### config.mk
export PLATFORM = sky130hd
export DESIGN_NAME = cim_top
export DESIGN_NICKNAME = d
export VERILOG_FILES = /design/src/hw/cim_pkg.sv /design/src/hw/patch_sequencer.sv /design/src/hw/proj_lane.sv /design/src/hw/emb_collector.sv /design/src/hw/cim_top.sv
export VERILOG_INCLUDE_DIRS = /design/src /design/src/include
export SDC_FILE = /design/constraint.sdc
export NUM_CORES = 2
export LEC_CHECK = 0
export BUFFER_PORTS_ARGS = -buffer_cell sky130_fd_sc_hd__buf_2
export CAP_MARGIN = 20
export CORE_ASPECT_RATIO = 1.4
export CORE_UTILIZATION = 60
export DETAILED_ROUTE_END_ITERATION = 7
export GPL_ROUTABILITY_DRIVEN = 0
export PLACE_DENSITY = 0.76
export SYNTH_ARGS = -nofsm -noshare
export SYNTH_HDL_FRONTEND = slang
export SYNTH_SLANG_ARGS = --single-unit
### constraint.sdc
create_clock -name clk -period 29.7 [get_ports clk]
set_clock_uncertainty 0.05 [all_clocks]
set_input_delay 5.94 -clock clk [delete_from_list [all_inputs] [get_ports clk]]
set_output_delay 5.94 -clock clk [all_outputs]
set_load 0.02 [all_outputs]
### src/include/cim_consts.svh
`ifndef CIM_CONSTS_SVH
`define CIM_CONSTS_SVH

// Epoch geometry
`define PATCH_LEN 8
`define NUM_PATCHES 4

// Embedding rows, one projection lane each
`define EMB_DEPTH 4

// Data widths
`define ADC_BITS 8
`define PARAM_BITS 8
`define ACC_BITS 20 // Holds PATCH_LEN products plus bias without overflow

`endif

### src/hw/cim_pkg.sv
`include "cim_consts.svh"

package cim_pkg;

    // Basic data and index types
    typedef logic [`ADC_BITS-1:0] sample_t;
    typedef logic signed [`PARAM_BITS-1:0] param_t;
    typedef logic signed [`ACC_BITS-1:0] acc_t;
    typedef logic [$clog2(`PATCH_LEN)-1:0] col_idx_t;
    typedef logic [$clog2(`EMB_DEPTH)-1:0] row_idx_t;
    typedef logic [$clog2(`NUM_PATCHES)-1:0] patch_idx_t;

    typedef enum logic [1:0] {
        IDLE,
        EEG_LOAD,
        INFERENCE
    } cim_state_e;

    typedef enum logic {
        WEIGHT,
        BIAS
    } param_kind_e;

    typedef struct packed {
        logic valid;
        param_kind_e kind;
        row_idx_t row;
        col_idx_t col; // Ignored for bias writes
        param_t data;
    } param_wr_t;

    typedef struct packed {
        logic valid;
        logic first;
        logic last;
        col_idx_t col;
        sample_t sample;
    } lane_feed_t;

    typedef struct packed {
        logic valid;
        patch_idx_t patch;
        row_idx_t row;
        acc_t result;
    } emb_out_t;

endpackage

### src/hw/patch_sequencer.sv
`timescale 1ns/1ps
`include "cim_consts.svh"

module patch_sequencer (
    input  logic                   clk,
    input  logic                   rst_n,
    input  logic                   eeg_valid_i,
    input  logic [`ADC_BITS-1:0]   eeg_i,
    input  logic                   start_i,
    output cim_pkg::lane_feed_t    feed_o,
    output logic                   busy_o
);
    import cim_pkg::*;

    localparam int EPOCH_LEN = `NUM_PATCHES * `PATCH_LEN;
    localparam int POS_BITS = $clog2(EPOCH_LEN);

    cim_state_e state_q;
    logic [POS_BITS-1:0] load_pos_q;
    patch_idx_t patch_q;
    col_idx_t col_q;
    logic [POS_BITS-1:0] rd_addr;
    logic load_en;

    sample_t eeg_buf_q [EPOCH_LEN];

    // Loading is allowed whenever no inference is running
    assign load_en = eeg_valid_i && (state_q != INFERENCE);

    always_ff @(posedge clk) begin
        if (load_en) begin
            eeg_buf_q[load_pos_q] <= eeg_i; // Patch-major order
        end
    end

    always_ff @(posedge clk) begin
        if (!rst_n) begin
            state_q <= IDLE;
            load_pos_q <= '0;
            patch_q <= '0;
            col_q <= '0;
        end else begin
            unique case (state_q)
                IDLE, EEG_LOAD: begin
                    if (load_en) begin
                        state_q <= EEG_LOAD;
                        if (int'(load_pos_q) == EPOCH_LEN - 1) begin
                            load_pos_q <= '0;
                        end else begin
                            load_pos_q <= load_pos_q + 1'b1;
                        end
                    end
                    if (start_i) begin
                        state_q <= INFERENCE;
                        load_pos_q <= '0; // Next load starts a fresh epoch
                        patch_q <= '0;
                        col_q <= '0;
                    end
                end
                INFERENCE: begin
                    // One sample per cycle, patches back to back
                    if (int'(col_q) == `PATCH_LEN - 1) begin
                        col_q <= '0;
                        if (int'(patch_q) == `NUM_PATCHES - 1) begin
                            patch_q <= '0;
                            state_q <= IDLE;
                        end else begin
                            patch_q <= patch_q + 1'b1;
                        end
                    end else begin
                        col_q <= col_q + 1'b1;
                    end
                end
                default: begin
                    state_q <= IDLE;
                end
            endcase
        end
    end

    assign rd_addr = POS_BITS'(int'(patch_q) * `PATCH_LEN + int'(col_q));

    always_comb begin
        feed_o.valid = (state_q == INFERENCE);
        feed_o.first = (col_q == '0);
        feed_o.last = (int'(col_q) == `PATCH_LEN - 1);
        feed_o.col = col_q;
        feed_o.sample = eeg_buf_q[rd_addr];
    end

    assign busy_o = (state_q == INFERENCE);

endmodule

### src/hw/proj_lane.sv
`timescale 1ns/1ps
`include "cim_consts.svh"

module proj_lane #(
    parameter int ROW = 0
) (
    input  logic                        clk,
    input  logic                        rst_n,
    input  cim_pkg::param_wr_t          param_wr_i,
    input  cim_pkg::lane_feed_t         feed_i,
    output logic                        result_valid_o,
    output logic signed [`ACC_BITS-1:0] result_o
);
    import cim_pkg::*;

    param_t weight_q [`PATCH_LEN];
    param_t bias_q;
    acc_t acc_q;
    acc_t product;
    acc_t acc_sum;
    logic row_hit;

    assign row_hit = param_wr_i.valid && (param_wr_i.row == row_idx_t'(ROW));

    // Parameters written by the host
    always_ff @(posedge clk) begin
        if (!rst_n) begin
            for (int i = 0; i < `PATCH_LEN; i++) begin
                weight_q[i] <= '0;
            end
            bias_q <= '0;
        end else if (row_hit) begin
            unique case (param_wr_i.kind)
                WEIGHT: weight_q[param_wr_i.col] <= param_wr_i.data;
                BIAS: bias_q <= param_wr_i.data;
                default: ;
            endcase
        end
    end

    always_comb begin
        // Sample is unsigned, weight signed
        product = $signed({1'b0, feed_i.sample}) * weight_q[feed_i.col];
        acc_sum = (feed_i.first ? acc_t'(0) : acc_q) + product;
    end

    always_ff @(posedge clk) begin
        if (feed_i.valid) begin
            acc_q <= acc_sum;
        end
        if (feed_i.valid && feed_i.last) begin
            result_o <= acc_sum + acc_t'(bias_q); // Bias sign-extended
        end
    end

    always_ff @(posedge clk) begin
        if (!rst_n) begin
            result_valid_o <= 1'b0;
        end else begin
            result_valid_o <= feed_i.valid && feed_i.last;
        end
    end

endmodule

### src/hw/emb_collector.sv
`timescale 1ns/1ps
`include "cim_consts.svh"

module emb_collector (
    input  logic                                clk,
    input  logic                                rst_n,
    input  logic                                lane_valid_i,
    input  cim_pkg::acc_t [`EMB_DEPTH-1:0]      lane_result_i,
    output cim_pkg::emb_out_t                   emb_o,
    output logic                                done_o,
    output logic                                draining_o
);
    import cim_pkg::*;

    acc_t [`EMB_DEPTH-1:0] res_q;
    row_idx_t row_q;
    patch_idx_t patch_q;
    logic pending_q;

    // All lanes finish together, so one capture takes every row
    always_ff @(posedge clk) begin
        if (lane_valid_i) begin
            res_q <= lane_result_i;
        end
    end

    always_ff @(posedge clk) begin
        if (!rst_n) begin
            pending_q <= 1'b0;
            row_q <= '0;
            patch_q <= '0;
            done_o <= 1'b0;
        end else begin
            done_o <= 1'b0;
            if (lane_valid_i) begin
                pending_q <= 1'b1;
                row_q <= '0;
            end else if (pending_q) begin
                if (int'(row_q) == `EMB_DEPTH - 1) begin
                    pending_q <= 1'b0;
                    row_q <= '0;
                    if (int'(patch_q) == `NUM_PATCHES - 1) begin
                        patch_q <= '0;
                        done_o <= 1'b1; // Whole epoch emitted
                    end else begin
                        patch_q <= patch_q + 1'b1;
                    end
                end else begin
                    row_q <= row_q + 1'b1;
                end
            end
        end
    end

    // One row per cycle
    always_comb begin
        emb_o.valid = pending_q;
        emb_o.patch = patch_q;
        emb_o.row = row_q;
        emb_o.result = res_q[row_q];
    end

    // Also covers the cycle where the final lane strobe arrives
    assign draining_o = pending_q || lane_valid_i || (patch_q != '0);

endmodule

### src/hw/cim_top.sv
`timescale 1ns/1ps
`include "cim_consts.svh"

module cim_top (
    input  logic                   clk,
    input  logic                   rst_n,
    input  logic                   eeg_valid_i,
    input  logic [`ADC_BITS-1:0]   eeg_i,
    input  logic                   start_i,
    input  cim_pkg::param_wr_t     param_wr_i,
    output cim_pkg::emb_out_t      emb_o,
    output logic                   done_o,
    output logic                   busy_o
);
    import cim_pkg::*;

    lane_feed_t feed;
    logic seq_busy;
    logic draining;
    logic [`EMB_DEPTH-1:0] lane_valid;
    acc_t [`EMB_DEPTH-1:0] lane_result;

    patch_sequencer seq_u (
        .clk         (clk),
        .rst_n       (rst_n),
        .eeg_valid_i (eeg_valid_i),
        .eeg_i       (eeg_i),
        .start_i     (start_i),
        .feed_o      (feed),
        .busy_o      (seq_busy)
    );

    // One lane per embedding row, all fed the same sample
    for (genvar g = 0; g < `EMB_DEPTH; g++) begin : gen_lane
        proj_lane #(.ROW(g)) lane_u (
            .clk            (clk),
            .rst_n          (rst_n),
            .param_wr_i     (param_wr_i),
            .feed_i         (feed),
            .result_valid_o (lane_valid[g]),
            .result_o       (lane_result[g])
        );
    end

    emb_collector coll_u (
        .clk           (clk),
        .rst_n         (rst_n),
        .lane_valid_i  (lane_valid[0]), // Lanes run in lockstep
        .lane_result_i (lane_result),
        .emb_o         (emb_o),
        .done_o        (done_o),
        .draining_o    (draining)
    );

    assign busy_o = seq_busy || draining;

endmodule

Word level (Yosys, flattened, before mapping):

Memory sizes are Yosys's and may differ from the RTL's. A register that Yosys moved wholly into a read port is not among the register bits.
Index checks and enable logic that the tools add are counted.

* $add $sub $neg: 14
* multiply operators: 4
* order comparisons: 1
* equality and inequality tests: 15
* multiplexer cells: 63
* bitwise logic cells: 4
* reductions and logical operators: 31

Operators by type and width (number)
* 20-bit two-way mux: 5
* 20-bit adder: 4
* 20-bit by 8-bit adder with 20-bit output: 4
* 9-bit by 8-bit multiplier with 17-bit output: 4
* 3-bit two-way mux: 14
* 20-bit binary-select mux with 2-bit select: 1
* 8-bit two-way mux: 4
* 8-bit OR reduction: 4
* 1-bit two-way mux: 24
* 2-bit two-way mux: 9
* 5-bit two-way mux: 3
* 2-bit AND reduction: 6
* 2-bit by 1-bit == test with 1-bit output, second input constant: 5
* 3-bit AND reduction: 3
* 2-bit one-hot mux with 2 select lines: 2
* 2-bit by 1-bit adder with 2-bit output, second input constant: 3
* 2-bit == test, second input constant: 3
* 1-bit logical AND: 6
* 3-bit one-hot mux with 2 select lines: 1
* 2-bit nonzero test: 3
* 5-bit by 1-bit adder with 5-bit output, second input constant: 1
* 5-bit by 3-bit adder with 5-bit output: 1
* 5-bit by 1-bit == test with 1-bit output, second input constant: 1
* 2-bit zero test: 2
* other kinds (11): 19

* bits in registers: 291
* memory bits (writable): 512
* bits of input ports: 27
* output and inout port bits: 27
* word-level logic and storage cells: 162
* memories kept: 5

Memory list
* seq_u.eeg_buf_q: words 32, bits a word 8, rd ports 1, clocked after memory_dff 0, write ports 1, RTL line patch_sequencer.sv:25 `sample_t eeg_buf_q [EPOCH_LEN];`
* gen_lane[0].lane_u.weight_q: words 8, bits a word 8, rd ports 1, clocked after memory_dff 1, write ports 8, RTL line proj_lane.sv:16 `` param_t weight_q [`PATCH_LEN]; ``
* gen_lane[1].lane_u.weight_q: words 8, bits a word 8, rd ports 1, clocked after memory_dff 1, write ports 8, RTL line proj_lane.sv:16
* gen_lane[2].lane_u.weight_q: words 8, bits a word 8, rd ports 1, clocked after memory_dff 1, write ports 8, RTL line proj_lane.sv:16
* gen_lane[3].lane_u.weight_q: words 8, bits a word 8, rd ports 1, clocked after memory_dff 1, write ports 8, RTL line proj_lane.sv:16

Depth between registers and ports, before layout:

* depth in word-level cells: 7
* depth in mapped cells: 41
* gate-level depth less buffers: 37

By module:

Synthesis repeated with hierarchy kept, for this count alone.

* cell total of the unflattened synthesis: 3461
* area, all modules: 47100.2 um2

Modules (own cells, without submodules)
* patch_sequencer: instances 1, cells an instance 483, area an instance 10528.8 um2, seq. area each 7927.6 um2
* proj_lane at gen_lane[0].lane_u: instances 1, cells an instance 724, area an instance 8429.3 um2, seq. area each 3303.2 um2
* proj_lane at gen_lane[3].lane_u: instances 1, cells an instance 711, area an instance 8336.7 um2, seq. area each 3303.2 um2
* proj_lane at gen_lane[2].lane_u: instances 1, cells an instance 700, area an instance 8306.7 um2, seq. area each 3303.2 um2
* proj_lane at gen_lane[1].lane_u: instances 1, cells an instance 707, area an instance 8300.5 um2, seq. area each 3303.2 um2
* emb_collector: instances 1, cells an instance 135, area an instance 3191.8 um2, seq. area each 2522.4 um2
* cim_top: instances 1, cells an instance 1, area an instance 6.3 um2, seq. area each 0.0 um2

Least setup slack after synthesis:

No wires, ideal clock.

* path type: register -> register
* start: register seq_u.col_q[0]
* end: register gen_lane[0].lane_u.result_o[19] (data pin)
* setup time: 260 ps
* arrival time: 8966 ps
* required time: 29390 ps
* slack: 20424 ps
* stages on the path, launching flop included: 41
* clock period less this slack: 9276 ps
* path through: dfxtp_1 clkbuf_1 buf_4 buf_2 mux4_2 mux4_2 mux2i_1 clkbuf_1 nor2_1 fa_1 inv_1 fa_1 inv_1 fa_1 inv_1 fa_1 inv_1 ha_1 [5 not listed] o21ai_0 o21ai_0 o2bb2ai_1 xnor2_1 ha_1 and2_1 a22o_1 a311oi_4 nand2_2 or2_0 a21boi_1 a311o_1 ha_1 nand3_1 o2111ai_1 a21oi_1 xor2_1 xnor2_1

* longest elaborated chain between the ends: 5
* elaborated cells on any way between the ends: 7
* classes of those cells: add/sub (3); mul (1); mux (1); reduce/logical (1); memory (1)

RTL lines
* start: declaration: RTL line patch_sequencer.sv:21 `col_idx_t col_q;`
* start signal: assignment: RTL line patch_sequencer.sv:71 `col_q <= col_q + 1'b1;`
* 5-bit by 3-bit adder with 5-bit output: RTL line patch_sequencer.sv:81 `` assign rd_addr = POS_BITS'(int'(patch_q) * `PATCH_LEN + int'(col_q)); ``
* memory 32 x 8 bit
* 9-bit by 8-bit multiplier with 17-bit output: RTL line proj_lane.sv:43 `product = $signed({1'b0, feed_i.sample}) * weight_q[feed_i.col];`
* 20-bit adder (*): RTL line proj_lane.sv:44 `acc_sum = (feed_i.first ? acc_t'(0) : acc_q) + product;`
* via gen_lane[0].lane_u.acc_sum[17]: RTL line proj_lane.sv:20 `acc_t acc_sum;`
* 20-bit by 8-bit adder with 20-bit output (*): RTL line proj_lane.sv:52 `result_o <= acc_sum + acc_t'(bias_q);`
* end signal: assignment: RTL line proj_lane.sv:52
* end: declaration: RTL line proj_lane.sv:12 `` output logic signed [`ACC_BITS-1:0] result_o ``

The timed path passes the listed nets; every way through them passes the cells marked *.
A chain may end at the register's enable or synchronous reset.

Final worst setup path:

Ends and elaborated chain as after synthesis.

==> tab_implementation.tex <==
\begin{tabular}{lr}
\hline
Metric & Value \\
\hline
\multicolumn{2}{l}{\textbf{Finish}} \\
\quad Proportion of layout cells with a drive suffix above 1 & 0.114 \\
\quad Post-Layout Inst Area & between 0.05 and 0.06 mm² \\
\quad P\&R area growth vs syn & 8.50\% \\
\quad Layout Cells excl Fill & 4911 \\
\quad Nets & 4325 \\
\multicolumn{2}{l}{\textbf{Worst setup path}} \\
\quad Biggest fanout along the worst timing path & 40 \\
\quad Minimum setup slack among reg-to-reg paths & 19.14 ns \\
\quad Worst Path Class, Setup & reg2reg \\
\quad Critical Path Max Stage Delay & 0.73 ns \\
\quad CP startpoint kind & flip-flop \\
\quad Arrival time at the worst endpoint & 10.89 ns \\
\quad Data required, critical path & 30.04 ns \\
\quad Library cell appearing most often on the critical path & inv\_1 \\
\quad Crit path max-delay cell type & buf\_4 \\
\quad Worst Reg2Reg Path Length in Cells & 38 \\
\quad CP Capture Type & flip-flop \\
\multicolumn{2}{l}{\textbf{Detailed routing}} \\
\quad Count of routing violations after the opening detailed-route iteration & 1988 \\
\quad Number of nets with antenna violations after detailed routing & 0 \\
\quad \# DRC & 0 \\
\quad Count of vias placed by the detailed router & 29200 \\
\quad Post-DR vias/cell & 5.95 \\
\quad Detailed Routing Iterations Pass 1 & 5 \\
\quad Post-Route WL & between 100000 and 150000 µm \\
\quad Per-cell routed wire length & 21.4 µm \\
\multicolumn{2}{l}{\textbf{STA}} \\
\quad Setup violation total in the final timing report & 0 \\
\quad RSZ-0062 raised after global routing & false \\
\quad Transition time at the pin with the least slew margin & 1.21 ns \\
\quad Upper clock frequency limit & 94.7 MHz \\
\quad Worst-case headroom to the max-slew limit & 0.194 \\
\quad Sum Neg Setup Slack & 0 ns \\
\quad Number of pins with negative max-slew slack in the final report & 0 \\
\quad Share of the cycle needed by the critical path after routing & 0.356 \\
\quad Min Clock Period, post-route & around 11 ns \\
\quad Count of endpoints failing hold in the final timing report & 0 \\
\multicolumn{2}{l}{\textbf{Synthesis}} \\
\quad Fraction of the yosys area taken by sequential cells & 0.499 \\
\quad Distinct cells, synth & 82 \\
\quad Top post-synthesis cells by area & edfxtp\_1 (48\%), ha\_1 (8.9\%), mux4\_2 (7.8\%) \\
\quad Register bit total from synthesis & 806 \\
\quad Netlist area before placement & 0.0475 mm² \\
\quad Synthesized Nets & around 4300 \\
\quad Total number of yosys warnings & 0 \\
\quad Proportion of synthesized flip-flops having asynchronous set or reset & 0 \\
\quad Most instantiated cells after synthesis & edfxtp\_1 (752), nor2\_1 (364), and2\_1 (355) \\
\quad Count leader, synth & edfxtp\_1 \\
\quad Leading register cell type out of synthesis & edfxtp\_1 \\
\quad Leading area contributor after synthesis & edfxtp\_1 \\
\quad Post-synthesis instance total & 3758 \\
\quad Share of Yosys cell area claimed by the top area cell type & 0.476 \\
\quad Number of flops mapped to enable cells by yosys & 752 \\
\quad Post-Syn Area per Cell & 12.6 µm² \\
\multicolumn{2}{l}{\textbf{Global routing}} \\
\quad Number of global-route vias before repair & 29500 \\
\quad Total Routing Usage GR & 0.270 \\
\quad Maximum number of pins on one net before global-route repair & 83 \\
\quad First-pass GRT wire length & 165000 µm \\
\quad Antenna violations before repair & 2 \\
\quad Leftover overflow at the end of global routing & 0 \\
\multicolumn{2}{l}{\textbf{Die}} \\
\quad Number of top-level pins & 54 \\
\quad Overall die height & 335 µm \\
\quad Die outline width & 240 µm \\
\quad Floorplan core area & 0.0780 mm² \\
\quad Die area & 0.0802 mm² \\
\quad Starting utilization of the core area & 0.609 \\
\quad \# rows & $\sim$120 \\
\multicolumn{2}{l}{\textbf{Clocking}} \\
\quad Maximum number of buffers from clock root to sink & 3 \\
\quad Root cell of the clock tree & clkbuf\_16 \\
\quad Buffers inserted during post-CTS setup optimization & 0 \\
\quad Total number of clock tree sinks & 806 \\
\quad Number of instances resized during post-cts repair & 0 \\
\quad Clock tree from TritonCTS & done \\
\quad Clock insertion delay at the later pin of the skew report & 0.65 ns \\
\quad Clk slew on worst S/H paths & 0.06 ns \\
\quad Number of buffers created by CTS & 77 \\
\quad Count of H-tree levels built during CTS & 3 \\
\quad Post-CTS Hold Fix Bufs & 0 \\
\multicolumn{2}{l}{\textbf{Flow run}} \\
\quad Number of max-capacitance violations reported & 0 \\
\multicolumn{2}{l}{\textbf{Min path}} \\
\quad Path class of the lowest-slack min-delay path & reg2reg \\
\quad Hold path depth & 0 \\
\multicolumn{2}{l}{\textbf{Status}} \\
\quad Outcome & completed \\
\multicolumn{2}{l}{\textbf{Pwr}} \\
\quad Leakage power & 0.0198 µW \\
\quad Sum of internal, switching and leakage power & 5580 µW \\
\quad Worst ir drop on vdd & about 80 µV \\
\quad Power per cell area & 108 mW/mm² \\
\multicolumn{2}{l}{\textbf{Placed design}} \\
\quad Input/output buffers & 53 \\
\quad Cell area after placement & 0.0488 mm² \\
\quad Placed wire-length estimate after detailed placement & 72700 µm \\
\quad Number of cells after detailed placement & $\sim$4700 \\
\hline
\end{tabular}
==> state kept, by name, summed over array words and instances, names as in the netlist, 3 cells and up, named ones only <==
signal	cells
coll_u.res_q	80
gen_lane.lane_u.acc_q	80
gen_lane.lane_u.bias_q	32
gen_lane.lane_u.result_o	80
gen_lane.lane_u.weight_q	256
seq_u.col_q	3
seq_u.eeg_buf_q	256
seq_u.load_pos_q	5
==> critical path, delay by kind of cell, from the launching register on <==
kind,cells,cell delay (ns)
muxes,3,1.34
AOI/OAI and AO/OA,13,2.47
DFF,1,0.70
adders and majority gates,7,3.06
xor gates and xnor gates,3,0.49
buffers and inverters,7,1.39
and+or+nand+nor,5,0.76
==> layer usage <==
| layer | global-route usage | wire length (µm) | up-vias |
|---|---|---|---|
| met3 | 0.0407 | 6110 | 226 |
| met2 | 0.459 | 52600 | 997 |
| met4 | 0.118 | 4530 | 2 |
| met1 | 0.343 | 41900 | 14500 |
| met5 | 0 | 13 | - |
| li1 | - | - | 13500 |
==> cells in the final DEF (no fill, tap or decap), drive strengths merged, types with 111 or more instances in the layout <==
master and instances:
and2 356, xnor2 134, nor2 364, mux4 164
nand2 155, edfxtp 752, inv 307, fa 156
a21oi 111, ha 339, o21ai 121
==> logic make-up (layout without fill, tap and decap cells) <==
logic type | Yosys count | after routing | synth area share
AND/OR/NAND/NOR | 1169 | 1169 | 0.126
flip-flops | 806 | 806 | 0.499
adder cells (fa/ha/maj) | 495 | 495 | 0.155
AO/OA/AOI/OAI | 459 | 459 | 0.0638
buffers and inverters | 440 | 547 | 0.0353
multiplexers | 218 | 218 | 0.0893
XOR/XNOR | 171 | 171 | 0.0320
other | 0 | 1 | 0
==> power by group <==
group,internal (µW),switching [µW],leakage [µW]
clock network,557,436,0.00123
logic,1290,1800,0.0112
registers,1470,22.8,0.00737
total,3320,2260,0.0198
==> stage by stage <==
stage,utilization,hold WS (ns),setup WS (ns)
after floorplan,-,0.350,20.42
after global placement,0.626,0.351,19.08
after detailed placement,0.626,0.355,18.84
after CTS,0.658,0.359,18.77
after global routing,0.660,0.365,18.34
final,0.660,0.363,19.14
==> worst paths after layout <==
kind,start,end
max reg2reg,seq_u.col_q[0]$_SDFFE_PN0P_,gen_lane[0].lane_u.result_o[19]$_DFFE_PP_
min reg2reg,gen_lane[1].lane_u.result_o[7]$_DFFE_PP_,coll_u.res_q[27]$_DFFE_PP_
max,seq_u.col_q[0]$_SDFFE_PN0P_,gen_lane[0].lane_u.result_o[19]$_DFFE_PP_
min,gen_lane[1].lane_u.result_o[7]$_DFFE_PP_,coll_u.res_q[27]$_DFFE_PP_
==> cell type report <==
type                       instances  area [µm²]
inverter                         305        1150
fill                            5625       26500
clock buffer                      94        2040
sequential                       806       23700
clock inverter                    47         484
tap                             1045        1310
timing repair buffer             101         598
multi-input combinational       2512       22200
antenna                            1        2.50
No activity file was read; power rests on OpenSTA's default activity.
